File: src/natv_params.svh
// native bus subsystem constants
// address map, register offsets, widths, unmapped read value

`ifndef NATV_PARAMS_SVH
`define NATV_PARAMS_SVH

// bus widths
`define NATV_ADDR_W 32
`define NATV_DATA_W 32
`define NATV_STRB_W 4

// address map, region in [31:24], slot in [15:8]
`define NATV_REG_REGION 8'h10
`define NATV_GPIO_SLOT 8'h00
`define NATV_TIM0_SLOT 8'h20
`define NATV_TIM1_SLOT 8'h30

`define NATV_GPIO_W 8

// gpio register offsets
`define NATV_GPIO_DIR 8'h00
`define NATV_GPIO_OUT 8'h04
`define NATV_GPIO_IN 8'h08

// timer register offsets
`define NATV_TIM_CTRL 8'h00
`define NATV_TIM_PSC 8'h04
`define NATV_TIM_CMP 8'h08
`define NATV_TIM_CNT 8'h0C
`define NATV_TIM_STAT 8'h10

`define NATV_UNMAPPED_RDATA 32'hDEAD_BEEF

`endif

File: src/natv_pkg.sv
// native bus types: address, data and byte strobes
// byte-strobe merge helper for register writes

`default_nettype none

`include "natv_params.svh"

package natv_pkg;

  // byte address of an access
  typedef logic [`NATV_ADDR_W-1:0] natv_addr_t;

  // write and read data
  typedef logic [`NATV_DATA_W-1:0] natv_data_t;

  // byte write strobes, all zero is a read
  typedef logic [`NATV_STRB_W-1:0] natv_strb_t;

  // replace the strobed bytes of a register value
  function automatic natv_data_t natv_strb_merge(
    input natv_data_t old_v,
    input natv_data_t new_v,
    input natv_strb_t strb
  );
    natv_data_t res;
    res = old_v;
    for (int i = 0; i < `NATV_STRB_W; i++) begin
      if (strb[i]) begin
        res[i*8+:8] = new_v[i*8+:8];
      end
    end
    return res;
  endfunction

endpackage

`default_nettype wire

File: src/natv_decode.sv
// address decoder for the native bus
// one valid per peripheral slot plus a miss valid

`timescale 1ns/100ps
`default_nettype none

`include "natv_params.svh"

module natv_decode (
  input  logic                 nmi_valid_i,
  input  natv_pkg::natv_addr_t nmi_addr_i,
  output logic                 gpio_valid_o,
  output logic                 tim0_valid_o,
  output logic                 tim1_valid_o,
  output logic                 miss_valid_o
);

  logic       s_reg_region;
  logic [7:0] s_slot;
  logic       s_gpio_hit;
  logic       s_tim0_hit;
  logic       s_tim1_hit;
  logic       s_any_hit;

  // register space lives in one 16 MB region
  assign s_reg_region = nmi_addr_i[31:24] == `NATV_REG_REGION;
  assign s_slot       = nmi_addr_i[15:8];

  assign s_gpio_hit = s_reg_region && (s_slot == `NATV_GPIO_SLOT);
  assign s_tim0_hit = s_reg_region && (s_slot == `NATV_TIM0_SLOT);
  assign s_tim1_hit = s_reg_region && (s_slot == `NATV_TIM1_SLOT);
  assign s_any_hit  = s_gpio_hit | s_tim0_hit | s_tim1_hit;

  assign gpio_valid_o = nmi_valid_i & s_gpio_hit;
  assign tim0_valid_o = nmi_valid_i & s_tim0_hit;
  assign tim1_valid_o = nmi_valid_i & s_tim1_hit;

  // other regions and unused slots still get an answer
  assign miss_valid_o = nmi_valid_i & ~s_any_hit;

endmodule

`default_nettype wire

File: src/natv_gpio.sv
// gpio register block on the native bus
// DIR and OUT registers with byte strobes, read-only IN
// two-flop input synchronizer, output enable from DIR

`timescale 1ns/100ps
`default_nettype none

`include "natv_params.svh"

module natv_gpio (
  input  logic                    clk_i,
  input  logic                    rst_i,
  input  logic                    valid_i,
  input  natv_pkg::natv_addr_t    addr_i,
  input  natv_pkg::natv_data_t    wdata_i,
  input  natv_pkg::natv_strb_t    wstrb_i,
  output logic                    ready_o,
  output natv_pkg::natv_data_t    rdata_o,
  input  logic [`NATV_GPIO_W-1:0] gpio_in_i,
  output logic [`NATV_GPIO_W-1:0] gpio_out_o,
  output logic [`NATV_GPIO_W-1:0] gpio_oe_o
);

  localparam int GW = `NATV_GPIO_W;

  logic [GW-1:0]        dir_q;
  logic [GW-1:0]        out_q;
  logic [GW-1:0]        in_meta_q;
  logic [GW-1:0]        in_sync_q;
  logic [7:0]           s_offs;
  logic                 s_wr_en;
  natv_pkg::natv_data_t s_dir_wr;
  natv_pkg::natv_data_t s_out_wr;

  assign s_offs  = addr_i[7:0];
  // write lands on the edge where ready is seen
  assign s_wr_en = valid_i & ready_o & (|wstrb_i);

  assign s_dir_wr = natv_pkg::natv_strb_merge(natv_pkg::natv_data_t'(dir_q), wdata_i, wstrb_i);
  assign s_out_wr = natv_pkg::natv_strb_merge(natv_pkg::natv_data_t'(out_q), wdata_i, wstrb_i);

  always_ff @(posedge clk_i) begin
    in_meta_q <= gpio_in_i;
    in_sync_q <= in_meta_q;
  end

  // one-cycle ready pulse per request
  always_ff @(posedge clk_i) begin
    if (rst_i) begin
      ready_o <= 1'b0;
    end else begin
      ready_o <= valid_i & ~ready_o;
    end
  end

  always_ff @(posedge clk_i) begin
    if (valid_i && !ready_o) begin
      case (s_offs)
        `NATV_GPIO_DIR: rdata_o <= natv_pkg::natv_data_t'(dir_q);
        `NATV_GPIO_OUT: rdata_o <= natv_pkg::natv_data_t'(out_q);
        `NATV_GPIO_IN:  rdata_o <= natv_pkg::natv_data_t'(in_sync_q);
        default:        rdata_o <= '0;
      endcase
    end
  end

  always_ff @(posedge clk_i) begin
    if (rst_i) begin
      dir_q <= '0;
      out_q <= '0;
    end else if (s_wr_en) begin
      if (s_offs == `NATV_GPIO_DIR) begin
        dir_q <= s_dir_wr[GW-1:0];
      end
      if (s_offs == `NATV_GPIO_OUT) begin
        out_q <= s_out_wr[GW-1:0];
      end
    end
  end

  assign gpio_out_o = out_q;
  assign gpio_oe_o  = dir_q;

endmodule

`default_nettype wire

File: src/natv_timer.sv
// prescaled compare timer on the native bus
// CTRL: bit 0 enable, bit 1 irq enable
// PSC, CMP, CNT registers and STAT pending bit (write 1 to clear)

`timescale 1ns/100ps
`default_nettype none

`include "natv_params.svh"

module natv_timer (
  input  logic                 clk_i,
  input  logic                 rst_i,
  input  logic                 valid_i,
  input  natv_pkg::natv_addr_t addr_i,
  input  natv_pkg::natv_data_t wdata_i,
  input  natv_pkg::natv_strb_t wstrb_i,
  output logic                 ready_o,
  output natv_pkg::natv_data_t rdata_o,
  output logic                 irq_o
);

  logic [1:0]           ctrl_q;
  natv_pkg::natv_data_t psc_q;
  natv_pkg::natv_data_t cmp_q;
  natv_pkg::natv_data_t cnt_q;
  natv_pkg::natv_data_t div_q;
  logic                 pend_q;
  logic [7:0]           s_offs;
  logic                 s_wr_en;
  logic                 s_tick;
  logic                 s_hit;
  logic                 s_pend_clr;

  assign s_offs  = addr_i[7:0];
  assign s_wr_en = valid_i & ready_o & (|wstrb_i);

  // >= also catches a limit lowered below the running value
  assign s_tick = ctrl_q[0] & (div_q >= psc_q);
  assign s_hit  = s_tick & (cnt_q >= cmp_q);

  assign s_pend_clr = s_wr_en && (s_offs == `NATV_TIM_STAT) && wstrb_i[0] && wdata_i[0];

  always_ff @(posedge clk_i) begin
    if (rst_i) begin
      ready_o <= 1'b0;
    end else begin
      ready_o <= valid_i & ~ready_o;
    end
  end

  always_ff @(posedge clk_i) begin
    if (valid_i && !ready_o) begin
      case (s_offs)
        `NATV_TIM_CTRL: rdata_o <= {30'd0, ctrl_q};
        `NATV_TIM_PSC:  rdata_o <= psc_q;
        `NATV_TIM_CMP:  rdata_o <= cmp_q;
        `NATV_TIM_CNT:  rdata_o <= cnt_q;
        `NATV_TIM_STAT: rdata_o <= {31'd0, pend_q};
        default:        rdata_o <= '0;
      endcase
    end
  end

  always_ff @(posedge clk_i) begin
    if (rst_i) begin
      ctrl_q <= '0;
      psc_q  <= '0;
      cmp_q  <= '0;
    end else if (s_wr_en) begin
      case (s_offs)
        `NATV_TIM_CTRL: begin
          if (wstrb_i[0]) begin
            ctrl_q <= wdata_i[1:0];
          end
        end
        `NATV_TIM_PSC: psc_q <= natv_pkg::natv_strb_merge(psc_q, wdata_i, wstrb_i);
        `NATV_TIM_CMP: cmp_q <= natv_pkg::natv_strb_merge(cmp_q, wdata_i, wstrb_i);
        default: ;
      endcase
    end
  end

  // prescaler, one tick every PSC+1 clocks
  always_ff @(posedge clk_i) begin
    if (rst_i || !ctrl_q[0] || s_tick) begin
      div_q <= '0;
    end else begin
      div_q <= div_q + 1'b1;
    end
  end

  // bus load of CNT wins over a tick
  always_ff @(posedge clk_i) begin
    if (rst_i) begin
      cnt_q <= '0;
    end else if (s_wr_en && (s_offs == `NATV_TIM_CNT)) begin
      cnt_q <= natv_pkg::natv_strb_merge(cnt_q, wdata_i, wstrb_i);
    end else if (s_hit) begin
      cnt_q <= '0;
    end else if (s_tick) begin
      cnt_q <= cnt_q + 1'b1;
    end
  end

  // a new event beats a clear on the same edge
  always_ff @(posedge clk_i) begin
    if (rst_i) begin
      pend_q <= 1'b0;
    end else if (s_hit) begin
      pend_q <= 1'b1;
    end else if (s_pend_clr) begin
      pend_q <= 1'b0;
    end
  end

  assign irq_o = pend_q & ctrl_q[1];

endmodule

`default_nettype wire

File: src/natv_resp_mux.sv
// response merge for the native bus
// ORs peripheral ready, gates each rdata with its own ready
// answers decode misses with a fixed read value

`timescale 1ns/100ps
`default_nettype none

`include "natv_params.svh"

module natv_resp_mux (
  input  logic                 clk_i,
  input  logic                 rst_i,
  input  logic                 miss_valid_i,
  input  logic                 gpio_ready_i,
  input  natv_pkg::natv_data_t gpio_rdata_i,
  input  logic                 tim0_ready_i,
  input  natv_pkg::natv_data_t tim0_rdata_i,
  input  logic                 tim1_ready_i,
  input  natv_pkg::natv_data_t tim1_rdata_i,
  output logic                 nmi_ready_o,
  output natv_pkg::natv_data_t nmi_rdata_o
);

  localparam int DW = `NATV_DATA_W;

  logic miss_ready_q;

  // miss responder, same one-cycle timing as a peripheral
  always_ff @(posedge clk_i) begin
    if (rst_i) begin
      miss_ready_q <= 1'b0;
    end else begin
      miss_ready_q <= miss_valid_i & ~miss_ready_q;
    end
  end

  assign nmi_ready_o = gpio_ready_i | tim0_ready_i | tim1_ready_i | miss_ready_q;

  assign nmi_rdata_o = ({DW{gpio_ready_i}} & gpio_rdata_i) |
                       ({DW{tim0_ready_i}} & tim0_rdata_i) |
                       ({DW{tim1_ready_i}} & tim1_rdata_i) |
                       ({DW{miss_ready_q}} & `NATV_UNMAPPED_RDATA);

endmodule

`default_nettype wire

File: src/ip_natv_wrapper.sv
// native bus peripheral subsystem top level
// decoder, gpio block, two timers and response merge
// irq_o bit 0 from timer 0, bit 1 from timer 1

`timescale 1ns/100ps
`default_nettype none

`include "natv_params.svh"

module ip_natv_wrapper (
  input  logic                    clk_i,
  input  logic                    rst_i,
  // nmi slave side
  input  logic                    nmi_valid_i,
  input  natv_pkg::natv_addr_t    nmi_addr_i,
  input  natv_pkg::natv_data_t    nmi_wdata_i,
  input  natv_pkg::natv_strb_t    nmi_wstrb_i,
  output logic                    nmi_ready_o,
  output natv_pkg::natv_data_t    nmi_rdata_o,
  // gpio pins
  input  logic [`NATV_GPIO_W-1:0] gpio_in_i,
  output logic [`NATV_GPIO_W-1:0] gpio_out_o,
  output logic [`NATV_GPIO_W-1:0] gpio_oe_o,
  output logic [1:0]              irq_o
);

  logic                 s_gpio_valid;
  logic                 s_tim0_valid;
  logic                 s_tim1_valid;
  logic                 s_miss_valid;
  logic                 s_gpio_ready;
  logic                 s_tim0_ready;
  logic                 s_tim1_ready;
  natv_pkg::natv_data_t s_gpio_rdata;
  natv_pkg::natv_data_t s_tim0_rdata;
  natv_pkg::natv_data_t s_tim1_rdata;

  natv_decode u_natv_decode (
    .nmi_valid_i (nmi_valid_i),
    .nmi_addr_i  (nmi_addr_i),
    .gpio_valid_o(s_gpio_valid),
    .tim0_valid_o(s_tim0_valid),
    .tim1_valid_o(s_tim1_valid),
    .miss_valid_o(s_miss_valid)
  );

  natv_gpio u_natv_gpio (
    .clk_i     (clk_i),
    .rst_i     (rst_i),
    .valid_i   (s_gpio_valid),
    .addr_i    (nmi_addr_i),
    .wdata_i   (nmi_wdata_i),
    .wstrb_i   (nmi_wstrb_i),
    .ready_o   (s_gpio_ready),
    .rdata_o   (s_gpio_rdata),
    .gpio_in_i (gpio_in_i),
    .gpio_out_o(gpio_out_o),
    .gpio_oe_o (gpio_oe_o)
  );

  natv_timer u_natv_timer0 (
    .clk_i  (clk_i),
    .rst_i  (rst_i),
    .valid_i(s_tim0_valid),
    .addr_i (nmi_addr_i),
    .wdata_i(nmi_wdata_i),
    .wstrb_i(nmi_wstrb_i),
    .ready_o(s_tim0_ready),
    .rdata_o(s_tim0_rdata),
    .irq_o  (irq_o[0])
  );

  natv_timer u_natv_timer1 (
    .clk_i  (clk_i),
    .rst_i  (rst_i),
    .valid_i(s_tim1_valid),
    .addr_i (nmi_addr_i),
    .wdata_i(nmi_wdata_i),
    .wstrb_i(nmi_wstrb_i),
    .ready_o(s_tim1_ready),
    .rdata_o(s_tim1_rdata),
    .irq_o  (irq_o[1])
  );

  natv_resp_mux u_natv_resp_mux (
    .clk_i       (clk_i),
    .rst_i       (rst_i),
    .miss_valid_i(s_miss_valid),
    .gpio_ready_i(s_gpio_ready),
    .gpio_rdata_i(s_gpio_rdata),
    .tim0_ready_i(s_tim0_ready),
    .tim0_rdata_i(s_tim0_rdata),
    .tim1_ready_i(s_tim1_ready),
    .tim1_rdata_i(s_tim1_rdata),
    .nmi_ready_o (nmi_ready_o),
    .nmi_rdata_o (nmi_rdata_o)
  );

endmodule

`default_nettype wire

File: config.mk
export PLATFORM = sky130hd
export DESIGN_NAME = ip_natv_wrapper
export DESIGN_NICKNAME = d
export VERILOG_FILES = /design/src/natv_pkg.sv /design/src/natv_decode.sv /design/src/natv_gpio.sv /design/src/natv_timer.sv /design/src/natv_resp_mux.sv /design/src/ip_natv_wrapper.sv
export VERILOG_INCLUDE_DIRS = /design/src
export SDC_FILE = /design/constraint.sdc
export NUM_CORES = 1
export LEC_CHECK = 0
export ABC_CLOCK_PERIOD_IN_PS = 4300
export BUFFER_PORTS_ARGS = -buffer_cell sky130_fd_sc_hd__buf_2
export CORE_MARGIN = 10
export CORE_UTILIZATION = 25
export DETAILED_ROUTE_END_ITERATION = 16
export SETUP_SLACK_MARGIN = 0.02
export SKIP_CTS_REPAIR_TIMING = 1
export SLEW_MARGIN = 20
export SYNTH_ARGS = -nofsm -noshare
export SYNTH_HDL_FRONTEND = slang
export SYNTH_SLANG_ARGS = --single-unit
File: constraint.sdc
create_clock -name clk_i -period 4.3 [get_ports clk_i]
set_input_delay 0.43 -clock clk_i [delete_from_list [all_inputs] [get_ports clk_i]]
set_output_delay 0.43 -clock clk_i [all_outputs]
set_load 0.02 [all_outputs]
==> impl_metrics.yaml <==
status:
  status: "completed"
final_layout:
  finalNetCount: 2818
  multiInputGateArea_um2: 11120
  fillers: 8621
  final_common_cell: "nand2_1"
  register_area_um2: 8130
  synthToLayoutAreaGrowth_pct: 16.36
  final_cell_mix: "460 x nand2_1, 296 x dfxtp_1, 227 x a21oi_1, 224 x nor2_1, 160 x inv_1"
  drive_above_1_share: 0.1057
global_route:
  first_global_vias: 17350
  grt_pass1_wl_mm: 104.1
  overflow: 0
  antenna_found_initial: 10
  grt_max_degree: 90
  grt_usage: 0.1402
routing:
  route.detailed.drc: 0
  dr.pass1.iters: 5
  routed-via-count: 18700
  drt-total-wl_mm: 68.51
  drtAntennaViolNets: 0
  drtIter0Drc: 1468
  wl_per_cell_um: 18.51
  vias_per_cell: 5.053
place:
  portBuffers: 121
  dp_hpwl_mm: 49.48
  gp_congestion: 0.8858
setup_path:
  startpoint_type: "register"
  rr_worst_depth: 10
  crit_path_top_delay_cell: "nand2_1"
  r2r_start: "u_natv_timer0.cnt_q[7]"
  crit_required_ps: 4770
  crit_chain: "ha_1 > and2_1 > a221oi_1 > o21ai_0 > a221oi_1 > o21ai_0 > nand2_1 > buf_4 > a21oi_1 > o32ai_1"
  reg2reg_slack_ps: 810
  critical_path_class: "reg -> reg"
  cpPeakStageDelay_ps: 580
  end_kind: "register"
  critPathBufInv: 1
  worstPathArrival_ps: 3970
  crit_fanout: 15
  timing.rr.end: "u_natv_timer0.cnt_q[19]"
  crit_family: "compound AO/OA/AOI/OAI gates"
synth:
  syn-cell-area_um2: 20390
  synth_top_cell_by_area: "dfxtp_1"
  synth_top_area_frac: 0.2925
  avgSynthCellArea_um2: 8.061
  synth_cells: 2530
  synth.area.top_cells: "dfxtp_1 29%, edfxtp_1 11%, nand2_1 8.5%, ha_1 8.1%, a21oi_1 5.6%"
  synth_nets: 2741
  ys_warn_count: 0
  ys_seq_area_frac: 0.3986
  ys.flop_type: "dfxtp_1"
  ys_ff_latch: 370
  synth_edf_count: 72
  synth_cell_types: 80
  async_reset_ff_frac: 0
clock_tree:
  cts_buffer_depth: 3
  tritoncts: "done"
  cts.sinks: 370
  cts-root-buf: "clkbuf_16"
  cts-buffers-inserted: 42
  htreeDepth: 2
  clk_transition_reported_paths_ps: 60
  clock_latency_ps: 590
die:
  core_um2: 80680
  die_y_um: 305.6
  die_w_um: 305.6
  rows: 104
  io_pins: 130
  start_util: 0.2528
  dieArea_um2: 93400
timing:
  worst_clock_skew_ps: 41.22
  slew_headroom: 0.3082
  hold_viol: 0
  setup_tns_ps: 0
  min_period_over_period: 0.8125
  max_freq_ghz: 0.2862
  tightest_slew_ps: 1038
  fin_crit_ps: 3494
  report.final.slew_viol_count: 0
  rsz0062_at_grt: "false"
  setup-violations-final: 0
min_path:
  hold_depth: 2
  min_to: "u_natv_gpio.ready_o"
  hp-start: "nmi_addr_i[13]"
  hold_class: "in -> reg"
pwr:
  p_total_w: 0.007659
  vdd_drop_max_uv: 229.5
  leakagePower_nw: 8.065
  powerDensity_nw_per_um2: 322.8
flow_run:
  max-cap-violations: 0
where the power goes:
part           internal (W)  switching, W
Clock               0.00218       0.00154
Sequential          0.00354     0.0000203
Combinational      0.000105      0.000273
worst max path at each step:
| stage | from | to | slack [ps] | cells past startpoint |
|---|---|---|---|---|
| final | u_natv_timer0.cnt_q[7] | u_natv_timer0.cnt_q[19] | 810 | 10 |
| after global routing | u_natv_timer1.div_q[0] | u_natv_timer1.cnt_q[29] | 590 | 11 |
| after CTS | u_natv_timer1.div_q[0] | u_natv_timer1.cnt_q[29] | 820 | 11 |
| after detailed placement | u_natv_timer1.div_q[0] | u_natv_timer1.cnt_q[29] | 810 | 11 |
| after global placement | u_natv_timer1.div_q[0] | u_natv_timer1.cnt_q[29] | 830 | 11 |
| after floorplan | nmi_addr_i[8] | u_natv_timer0.rdata_o[0] | 430 | 5 |
routing by layer:
layer | part of all wire | global-route usage | up-vias
li1 | - | - | 9103
met1 | 0.44 | 0.1840 | 8819
met2 | 0.45 | 0.2227 | 625
met3 | 0.075 | 0.03297 | 135
met4 | 0.032 | 0.04846 | 18
met5 | 0.0017 | 0 | -
sequential cells by signal, summed over array words and instances, names as in the netlist, 2 cells and up:
name	flops
u_natv_gpio.in_meta_q	8
u_natv_timer1.cmp_q	32
u_natv_timer1.div_q	32
u_natv_timer0.div_q	32
u_natv_gpio.rdata_o	8
u_natv_timer0.cmp_q	32
u_natv_gpio.in_sync_q	8
u_natv_timer0.rdata_o	32
u_natv_timer1.cnt_q	32
u_natv_gpio.gpio_out_o	8
u_natv_timer0.ctrl_q	2
u_natv_timer1.rdata_o	32
u_natv_timer1.ctrl_q	2
u_natv_gpio.gpio_oe_o	8
u_natv_timer0.cnt_q	32
u_natv_timer1.psc_q	32
u_natv_timer0.psc_q	32
Yosys cell counts (19+ instances only):
cell,number
o21ai_0,106
and3_1,22
xor2_1,30
ha_1,132
nor4_1,21
edfxtp_1,72
nor2_1,225
and2_1,37
nand4_1,46
dfxtp_1,298
clkbuf_1,131
inv_1,160
nor3_1,36
a21oi_1,228
a21o_1,22
a22oi_1,87
nand2_1,460
xnor2_1,26
a221o_1,19
mux2i_1,26
nand3_1,81
worst reg2reg max path: cells and delay by family, from the launching register on:
family	cells	cell delay, ps
buffers and inverters	1	280
adders and majority gates	1	300
AOI/OAI and AO/OA	6	1570
and+or+nand+nor	2	760
DFF	1	490
area by class of cell:
| type | count | area share |
|---|---|---|
| Clock buffer | 58 | 0.05020 |
| Antenna cell | 2 | 0.0002109 |
| Timing Repair Buffer | 184 | 0.04825 |
| Sequential cell | 370 | 0.3426 |
| Inverter | 161 | 0.02547 |
| Clock inverter | 18 | 0.008858 |
| Tap cell | 1060 | 0.05589 |
| Multi-Input combinational cell | 1848 | 0.4685 |
metrics by stage:
step	setup WS, ps	cells	util	hold slack (ps)	cell area (µm²)
after floorplan	428.9	2530	-	309.6	20400
after global placement	828.0	3615	0.2757	311.6	22240
after detailed placement	806.7	3615	0.2757	312.1	22240
after CTS	821.8	3691	0.2931	-70.74	23640
after global routing	589.0	3699	0.2941	126.1	23720
final	806.4	3701	0.2941	136.3	23730
cell families after synthesis:
family | Yosys count | share of synthesized area
simple gates | 1016 | 0.2265
compound gates | 614 | 0.1938
flops | 370 | 0.3986
buf+inv | 312 | 0.05902
fa+ha+maj | 132 | 0.08099
xor+xnor | 56 | 0.02405
mux | 30 | 0.01718
(Power assumes the default switching activity.)
